### config.mk
export PLATFORM = sky130hd
export DESIGN_NAME = rgb_breath_top
export DESIGN_NICKNAME = d
export VERILOG_FILES = /design/src/logic/breath_pkg.sv /design/src/logic/duty_if.sv /design/src/logic/timebase_if.sv /design/src/logic/rgb_breath_top.sv /design/src/logic/pwm_stage.sv /design/src/logic/breath_envelope.sv /design/src/logic/breath_timebase.sv
export SDC_FILE = /design/constraint.sdc
export NUM_CORES = 1
export LEC_CHECK = 0
export BUFFER_PORTS_ARGS = -buffer_cell sky130_fd_sc_hd__clkbuf_2
export CAP_MARGIN = 20
export CELL_PAD_IN_SITES_DETAIL_PLACEMENT = 1
export CELL_PAD_IN_SITES_GLOBAL_PLACEMENT = 1
export CORE_UTILIZATION = 46
export DETAILED_ROUTE_END_ITERATION = 7
export PLACE_DENSITY = 0.85
export SKIP_LAST_GASP = 1
export SLEW_MARGIN = 25
export SYNTH_ARGS = -nofsm -noshare
export SYNTH_HDL_FRONTEND = slang
export SYNTH_HIERARCHICAL = 1
export SYNTH_SLANG_ARGS = --single-unit
### constraint.sdc
create_clock -name clk -period 5.1 [get_ports clk]
set_input_delay 0 -clock clk [delete_from_list [all_inputs] [get_ports clk]]
set_output_delay 0 -clock clk [all_outputs]
set_load 0.02 [all_outputs]
### src/logic/breath_pkg.sv
/*
 * RGB breathing LED controller shared definitions
 * Field widths, channel indices, channel modes and default prescale
 */

package breath_pkg;

  // PWM count and duty width
  localparam int unsigned pwm_w = 8;
  localparam int unsigned ramp_w = 8;  // Triangle ramp resolution

  // Timebase bits above the prescaler: PWM count, ramp, phase
  localparam int unsigned field_w = pwm_w + ramp_w + 1;

  localparam int unsigned num_chan = 3;

  // Channel slots in the per-channel arrays
  localparam int unsigned chan_r = 0;
  localparam int unsigned chan_g = 1;
  localparam int unsigned chan_b = 2;

  // 11 prescale bits give the 28-bit board counter
  localparam int unsigned prescale_w_default = 11;

  // Per-channel behaviour
  typedef enum logic [1:0] {
    mode_off     = 2'd0,  // Line held low
    mode_steady  = 2'd1,  // Fixed duty from level
    mode_breathe = 2'd2,  // Triangle scaled by level
    mode_blink   = 2'd3   // Level in phase 0, dark in phase 1
  } chan_mode_e;

endpackage
### src/logic/duty_if.sv
/*
 * Per-channel duty values and their update strobe into the PWM stage
 */

`timescale 1ns/1ps

interface duty_if;

  logic [breath_pkg::pwm_w-1:0] duty_r;  // Red duty, high steps per period
  logic [breath_pkg::pwm_w-1:0] duty_g;
  logic [breath_pkg::pwm_w-1:0] duty_b;
  logic                         duty_upd;  // New duties valid this cycle

  // Envelope side
  modport src (
    output duty_r,
    output duty_g,
    output duty_b,
    output duty_upd
  );

  modport snk (
    input duty_r,
    input duty_g,
    input duty_b,
    input duty_upd
  );

endinterface

### src/logic/timebase_if.sv
/*
 * Timebase fields from the counter to the envelope and PWM stages
 */

`timescale 1ns/1ps

interface timebase_if;

  logic [breath_pkg::pwm_w-1:0]  pwm_cnt;       // PWM step within the period
  logic [breath_pkg::ramp_w-1:0] ramp;          // Slow ramp, one step per period
  logic                          phase;         // 0 ramps up, 1 ramps down
  logic                          period_start;  // First cycle of a PWM period

  // Timebase side
  modport src (
    output pwm_cnt,
    output ramp,
    output phase,
    output period_start
  );

  modport snk (
    input pwm_cnt,
    input ramp,
    input phase,
    input period_start
  );

endinterface

### src/logic/rgb_breath_top.sv
/*
 * RGB breathing LED controller top level
 * Timebase, envelope and PWM stages for three independent channels
 */

`timescale 1ns/1ps

module rgb_breath_top #(
  parameter int unsigned prescale_w = breath_pkg::prescale_w_default
) (
  input  logic                         clk,
  input  logic                         arst_n,
  input  breath_pkg::chan_mode_e       mode_r,   // Red channel mode
  input  breath_pkg::chan_mode_e       mode_g,
  input  breath_pkg::chan_mode_e       mode_b,
  input  logic [breath_pkg::pwm_w-1:0] level_r,  // Peak duty, red
  input  logic [breath_pkg::pwm_w-1:0] level_g,
  input  logic [breath_pkg::pwm_w-1:0] level_b,
  output logic                         led_r,    // PWM lines to the LED driver
  output logic                         led_g,
  output logic                         led_b
);

  // Counter fields, timebase to both later stages
  timebase_if i_tb_if ();

  // Duties, envelope to PWM
  duty_if i_duty_if ();

  // Prescaled free-running counter
  breath_timebase #(
    .prescale_w (prescale_w)
  ) i_breath_timebase (
    .clk    (clk),
    .arst_n (arst_n),
    .tb     (i_tb_if.src)
  );

  // Mode and level to duty, once per period
  breath_envelope i_breath_envelope (
    .clk     (clk),
    .arst_n  (arst_n),
    .tb      (i_tb_if.snk),
    .mode_r  (mode_r),
    .mode_g  (mode_g),
    .mode_b  (mode_b),
    .level_r (level_r),
    .level_g (level_g),
    .level_b (level_b),
    .duty    (i_duty_if.src)
  );

  // Duty latch and comparators
  pwm_stage i_pwm_stage (
    .clk    (clk),
    .arst_n (arst_n),
    .tb     (i_tb_if.snk),
    .duty   (i_duty_if.snk),
    .led_r  (led_r),
    .led_g  (led_g),
    .led_b  (led_b)
  );

endmodule

### src/logic/pwm_stage.sv
/*
 * PWM output stage
 * Latches duties once per period and compares them with the PWM count
 * to drive the three LED lines
 */

`timescale 1ns/1ps

module pwm_stage (
  input  logic    clk,
  input  logic    arst_n,
  timebase_if.snk tb,
  duty_if.snk     duty,
  output logic    led_r,
  output logic    led_g,
  output logic    led_b
);

  logic [breath_pkg::pwm_w-1:0]    duty_in [breath_pkg::num_chan];
  logic [breath_pkg::pwm_w-1:0]    active_q [breath_pkg::num_chan];
  logic [breath_pkg::pwm_w-1:0]    cnt_d1_q;  // PWM count, 1 cycle late
  logic [breath_pkg::pwm_w-1:0]    cnt_d2_q;  // Aligned with active duty
  logic [breath_pkg::num_chan-1:0] led_q;

  assign duty_in[breath_pkg::chan_r] = duty.duty_r;
  assign duty_in[breath_pkg::chan_g] = duty.duty_g;
  assign duty_in[breath_pkg::chan_b] = duty.duty_b;

  // Active duties, swapped only on the update strobe
  always_ff @(posedge clk or negedge arst_n) begin
    if (!arst_n) begin
      for (int i = 0; i < breath_pkg::num_chan; i++) begin
        active_q[i] <= '0;  // All lines dark
      end
    end else if (duty.duty_upd) begin
      active_q <= duty_in;
    end
  end

  // Delay PWM count by the envelope and latch latency
  // so step zero meets the new duty
  always_ff @(posedge clk or negedge arst_n) begin
    if (!arst_n) begin
      cnt_d1_q <= '0;
      cnt_d2_q <= '0;
    end else begin
      cnt_d1_q <= tb.pwm_cnt;
      cnt_d2_q <= cnt_d1_q;
    end
  end

  // Comparator per channel, high while count below duty
  always_ff @(posedge clk or negedge arst_n) begin
    if (!arst_n) begin
      led_q <= '0;
    end else begin
      for (int i = 0; i < breath_pkg::num_chan; i++) begin
        led_q[i] <= (cnt_d2_q < active_q[i]);  // Duty 0 never lights
      end
    end
  end

  assign led_r = led_q[breath_pkg::chan_r];
  assign led_g = led_q[breath_pkg::chan_g];
  assign led_b = led_q[breath_pkg::chan_b];

endmodule

### src/logic/breath_envelope.sv
/*
 * Breathing LED envelope
 * Turns each channel's mode and level into a duty value, sampled once
 * per PWM period
 */

`timescale 1ns/1ps

module breath_envelope (
  input  logic                         clk,
  input  logic                         arst_n,
  timebase_if.snk                      tb,
  input  breath_pkg::chan_mode_e       mode_r,
  input  breath_pkg::chan_mode_e       mode_g,
  input  breath_pkg::chan_mode_e       mode_b,
  input  logic [breath_pkg::pwm_w-1:0] level_r,
  input  logic [breath_pkg::pwm_w-1:0] level_g,
  input  logic [breath_pkg::pwm_w-1:0] level_b,
  duty_if.src                          duty
);

  // Duty for one channel
  function automatic logic [breath_pkg::pwm_w-1:0] chan_duty(
    input breath_pkg::chan_mode_e       mode,
    input logic [breath_pkg::pwm_w-1:0] level,
    input logic [breath_pkg::ramp_w-1:0] tri_val,
    input logic                         phase
  );
    logic [breath_pkg::ramp_w+breath_pkg::pwm_w-1:0] prod;
    logic [breath_pkg::pwm_w-1:0]                    res;
    prod = tri_val * level;  // Full 16-bit product
    case (mode)
      breath_pkg::mode_off:     res = '0;
      breath_pkg::mode_steady:  res = level;
      breath_pkg::mode_breathe: res = prod[breath_pkg::ramp_w+breath_pkg::pwm_w-1 -:
                                           breath_pkg::pwm_w];  // Upper byte
      breath_pkg::mode_blink:   res = phase ? '0 : level;  // Lit in first half
      default:                  res = '0;
    endcase
    return res;
  endfunction

  logic [breath_pkg::ramp_w-1:0] tri_val;  // Triangle, shared by all channels
  breath_pkg::chan_mode_e        mode_a [breath_pkg::num_chan];
  logic [breath_pkg::pwm_w-1:0]  level_a [breath_pkg::num_chan];
  logic [breath_pkg::pwm_w-1:0]  duty_nxt [breath_pkg::num_chan];
  logic [breath_pkg::pwm_w-1:0]  duty_q [breath_pkg::num_chan];
  logic                          upd_q;

  // Ramp up in phase 0, mirror in phase 1
  assign tri_val = tb.phase ? (breath_pkg::ramp_w'('1) - tb.ramp) : tb.ramp;

  // Channel inputs into arrays
  assign mode_a[breath_pkg::chan_r]  = mode_r;
  assign mode_a[breath_pkg::chan_g]  = mode_g;
  assign mode_a[breath_pkg::chan_b]  = mode_b;
  assign level_a[breath_pkg::chan_r] = level_r;
  assign level_a[breath_pkg::chan_g] = level_g;
  assign level_a[breath_pkg::chan_b] = level_b;

  always_comb begin
    for (int i = 0; i < breath_pkg::num_chan; i++) begin
      duty_nxt[i] = chan_duty(mode_a[i], level_a[i], tri_val, tb.phase);
    end
  end

  // Duty payload, loaded once per period
  always_ff @(posedge clk) begin
    if (tb.period_start) begin
      duty_q <= duty_nxt;  // Mode and level sampled here only
    end
  end

  // Update strobe one cycle after period_start
  always_ff @(posedge clk or negedge arst_n) begin
    if (!arst_n) begin
      upd_q <= 1'b0;
    end else begin
      upd_q <= tb.period_start;
    end
  end

  assign duty.duty_r   = duty_q[breath_pkg::chan_r];
  assign duty.duty_g   = duty_q[breath_pkg::chan_g];
  assign duty.duty_b   = duty_q[breath_pkg::chan_b];
  assign duty.duty_upd = upd_q;

endmodule

### src/logic/breath_timebase.sv
/*
 * Breathing LED timebase
 * Free-running prescaled counter sliced into PWM count, ramp and phase,
 * with a strobe on the first cycle of each PWM period
 */

`timescale 1ns/1ps

module breath_timebase #(
  parameter int unsigned prescale_w = breath_pkg::prescale_w_default
) (
  input  logic    clk,
  input  logic    arst_n,
  timebase_if.src tb
);

  // Prescaler plus PWM count, ramp and phase
  localparam int unsigned cnt_w = prescale_w + breath_pkg::field_w;
  localparam int unsigned ramp_lsb = prescale_w + breath_pkg::pwm_w;

  logic [cnt_w-1:0]                cnt_q;
  logic [breath_pkg::pwm_w-1:0]    pwm_cnt_q;
  logic [breath_pkg::ramp_w-1:0]   ramp_q;
  logic                            phase_q;
  logic                            start_q;

  // Main counter, wraps freely
  always_ff @(posedge clk or negedge arst_n) begin
    if (!arst_n) begin
      cnt_q <= '0;
    end else begin
      cnt_q <= cnt_q + 1'b1;
    end
  end

  // Output fields, one cycle behind the counter
  always_ff @(posedge clk or negedge arst_n) begin
    if (!arst_n) begin
      pwm_cnt_q <= '0;
      ramp_q    <= '0;
      phase_q   <= 1'b0;
      start_q   <= 1'b0;  // Quiet until counter seen at zero
    end else begin
      pwm_cnt_q <= cnt_q[prescale_w +: breath_pkg::pwm_w];
      ramp_q    <= cnt_q[ramp_lsb +: breath_pkg::ramp_w];
      phase_q   <= cnt_q[cnt_w-1];  // Top bit
      // Prescale and PWM bits all zero, period begins
      start_q   <= (cnt_q[ramp_lsb-1:0] == '0);
    end
  end

  assign tb.pwm_cnt      = pwm_cnt_q;
  assign tb.ramp         = ramp_q;
  assign tb.phase        = phase_q;
  assign tb.period_start = start_q;  // Lines up with pwm_cnt of zero

endmodule

==> reports/results.txt <==
status - finished, violations left
failing checks - setup timing
Wirelength per Cell - 23.06 µm
fin crit period - 5.249 ns
clk root buf - clkbuf_16
Fin Setup TNS - -1.127 ns
Worst VDD drop - 0.2032 mV
CTS Sinks - 114
Die Width - 154.5 µm
total nets after synthesis - 1318
drt via density - 5.797
first-pass GRT wire length - 49.11 mm
Initial Util - 47.10%
die height - 154.5 µm
Util after Layout - 55.98%
clk_lat worst skew - 0.42 ns
most frequent cells in the layout - 151 x inv_1, 145 x and2_1, 113 x ha_1
initial antenna violation count - 1
hold crit path type - input pin to register
crit path DAT - 5.42 ns
CP required - 5.27 ns
Detailed Place HPWL - 22.40 mm
Peak Freq - 190.5 MHz
CP Class - register to register
Final Wtd Congestion - 0.9102
leakage power - 0.006501 µW
routed wire length - 33.30 mm
cell area after layout - 12710 µm²
worst r2r src - i_breath_timebase/tb.phase$_DFF_PN0_
Slew Viols, Final - 0
final worst-path cycle share - 102.9%
die area - 23860 µm²
CP Cell Sequence - buf_12 -> xor2_4 -> nand2_2 -> fa_1 -> fa_1 -> inv_1 -> fa_1 -> fa_1 -> ha_4 -> a211o_1 -> a21o_1 -> o211ai_1 -> a21boi_2 -> or3_1 -> a32o_1
area grow syn2layout - 18.86%
commonest non-fill, non-tap cell in the layout - inv_1
antenna-violating nets left - 0
Synth cell types - 64
beginning of the worst hold path - level_r[0]
synthesized area per cell - 10.10 µm²
DP Area - 11460 µm²
All-Layer GR Usage - 26.98%
critical-path maximum fanout - 7
CTS clk-pin slew, worst paths - 0.06 ns
slowest stage delay, CP - 0.57 ns
Post-Syn Instances - 1059
RR Endpoint - i_breath_envelope/duty.duty_g[4]$_DFFE_PP_
post-synthesis sequential element count - 114
Worst path top cell family by delay - adder cells
unrepaired setup endpoints after global routing - true
Final setup viols - 15
Std-Cell Rows - 55
Num CTS Buffers - 17
H-tree depth - 4
FFs w/ async S/R, synth - 78.95%
first drt pass iteration count - 8
Core ar. - 22710 µm²
Cell Area, Synth - 10700 µm²
hold path depth - 2
CP bufs+invs - 2
CTS tree - yes
Seq/Total Area, Yosys - 27.80%
Critical Path Source Type - register
commonest register cell after synthesis - dfrtp_1
Final Worst Setup Slack - -0.1493 ns
Reg2Reg Depth - 15
Slew Limit Headroom - 26.87%
Final Skew - 0.01280 ns
Remaining DRCs - 0
Fin. Hold Viols - 0
via count - 8371
critical path's slowest cell - fa_1
initial DRC count - 503
# Max-Cap Violations - 0
grt ovf - 0
final non-filler cell total - 1444
Clock Tree Buf Depth - 2
Setup crit end kind - register
PortBufs - 34
WHS Endpoint - i_breath_envelope/duty.duty_r[0]$_DFFE_PP_
I/O Pins - 35
Net count, final - 1404
Post-synth EDFFs - 24
actual slew at the worst max-slew pin - 1.087 ns
CP dominant cell by count - fa_1
power density cells - 174.5 nW/µm²
layout cell share with drive strength beyond 1 - 17.70%
number of global-route vias before repair - 9322
largest net degree at the start of global routing - 85
Yosys warnings - 6
Reg2Reg Setup Slack - -0.15 ns
placed insts - 1388
## final cells by class
cell class,count,area [µm²]
multi-input combinational,765,7483
clock inverter,15,146.4
sequential,114,2975
timing repair buffer,96,755.7
antenna,1,2.502
fill,2455,9997
clock buffer,17,425.4
inverter,151,566.8
tap,285,356.6
## sequential cells by signal, indices dropped and copies added, names as in the netlist
| name | flops |
|---|---|
| i_breath_envelope/duty.duty_upd | 1 |
| i_pwm_stage/led_q | 3 |
| i_breath_timebase/tb.period_start | 1 |
| i_pwm_stage/cnt_d1_q | 8 |
| i_breath_envelope/duty.duty_b | 8 |
| i_breath_envelope/duty.duty_g | 8 |
| i_breath_timebase/tb.phase | 1 |
| i_pwm_stage/cnt_d2_q | 8 |
| i_pwm_stage/active_q | 24 |
| i_breath_timebase/tb.ramp | 8 |
| i_breath_timebase/tb.pwm_cnt | 8 |
| i_breath_envelope/duty.duty_r | 8 |
| i_breath_timebase/cnt_q | 28 |
## worst max-delay path by stage
stage	from	end	slack [ns]	depth (start not counted)
final	i_breath_timebase/tb.phase$_DFF_PN0_	i_breath_envelope/duty.duty_g[4]$_DFFE_PP_	-0.15	15
after global routing	i_breath_timebase/tb.phase$_DFF_PN0_	i_breath_envelope/duty.duty_g[6]$_DFFE_PP_	-0.25	16
after CTS	i_breath_timebase/tb.phase$_DFF_PN0_	i_breath_envelope/duty.duty_r[4]$_DFFE_PP_	-0.04	19
after detailed placement	i_breath_timebase/tb.phase$_DFF_PN0_	i_breath_envelope/duty.duty_r[4]$_DFFE_PP_	-0.19	16
after global placement	i_breath_timebase/tb.phase$_DFF_PN0_	i_breath_envelope/duty.duty_r[4]$_DFFE_PP_	-0.04	16
after floorplan	i_breath_timebase/tb.phase$_DFF_PN0_	i_breath_envelope/duty.duty_g[5]$_DFFE_PP_	0.01	16
## Yosys cell counts (3+ instances only)
cell | count | area, µm²
nand4_1 | 13 | 81.33
mux2_2 | 3 | 33.78
dfrtp_1 | 90 | 2252
a22o_1 | 14 | 122.6
xor2_1 | 29 | 254.0
and4_1 | 4 | 35.03
a21o_1 | 14 | 105.1
a21oi_1 | 29 | 145.1
edfxtp_1 | 24 | 720.7
o21bai_1 | 3 | 22.52
nor2b_1 | 3 | 18.77
xnor2_1 | 27 | 236.5
nor2_1 | 17 | 63.81
nand2_1 | 92 | 345.3
or3_1 | 3 | 18.77
nor3_1 | 4 | 20.02
clkbuf_1 | 19 | 71.32
and3_1 | 8 | 50.05
a32o_1 | 3 | 30.03
buf_1 | 6 | 22.52
ha_1 | 122 | 1526
o31ai_1 | 4 | 30.03
nand3_1 | 15 | 75.07
nor4_1 | 6 | 37.54
inv_1 | 151 | 566.8
fa_1 | 105 | 2102
o21ai_0 | 39 | 195.2
o21a_1 | 3 | 22.52
o22ai_1 | 3 | 18.77
nand2b_1 | 6 | 37.54
buf_2 | 4 | 20.02
and2_1 | 145 | 907.1
a21boi_0 | 3 | 22.52
o211ai_1 | 4 | 30.03
a211oi_1 | 5 | 37.54
## logic make-up (layout without fill, tap and decap cells)
logic type | Yosys count | in the layout | synth area share [%]
flops | 114 | 114 | 27.80
buf+inv | 180 | 279 | 6.364
other cells | 0 | 1 | 0
fa+ha+maj | 227 | 227 | 33.93
xor+xnor | 56 | 56 | 4.586
compound gates | 146 | 146 | 9.464
mux | 4 | 4 | 0.4094
simple gates | 332 | 332 | 17.45
## what timing repair did
action / CTS / global route
buffers inserted: 9 / 12
endpoints found under the hold margin: 28 / 0
resized for setup: 14 / 73
gates cloned: 0 / 1
endpoints found under the setup margin: 16 / 22
hold buffers: 2 / 0
pin swaps: 9 / 51
## per-stage QoR
stage	power, µW	setup slack, ns	hold WS [ns]
after global placement	1066	-0.03779	-0.1784
after CTS	2230	-0.03574	0.02229
after floorplan	1002	0.01312	-0.2956
after detailed placement	1074	-0.1862	-0.1816
final	2218	-0.1493	0.05098
after global routing	2288	-0.2451	0.05151
## report_power, final
| part | switching (µW) | leakage, µW | total, µW | internal [µW] |
|---|---|---|---|---|
| Clock | 473 | 0.000271 | 1150 | 682 |
| Combinational | 83.6 | 0.00483 | 117 | 33.0 |
| Sequential | 4.22 | 0.00140 | 946 | 942 |
## routing by layer
metal / wire, µm / part of all wire (%) / track usage (%)
met2: 17000 / 51 / 48.33
met5: 0 / 0 / 0
met3: 1633 / 4.9 / 4.035
met4: 1551 / 4.7 / 10.51
met1: 13120 / 39 / 32.63
Note: power is estimated with default switching activity, not from simulation.
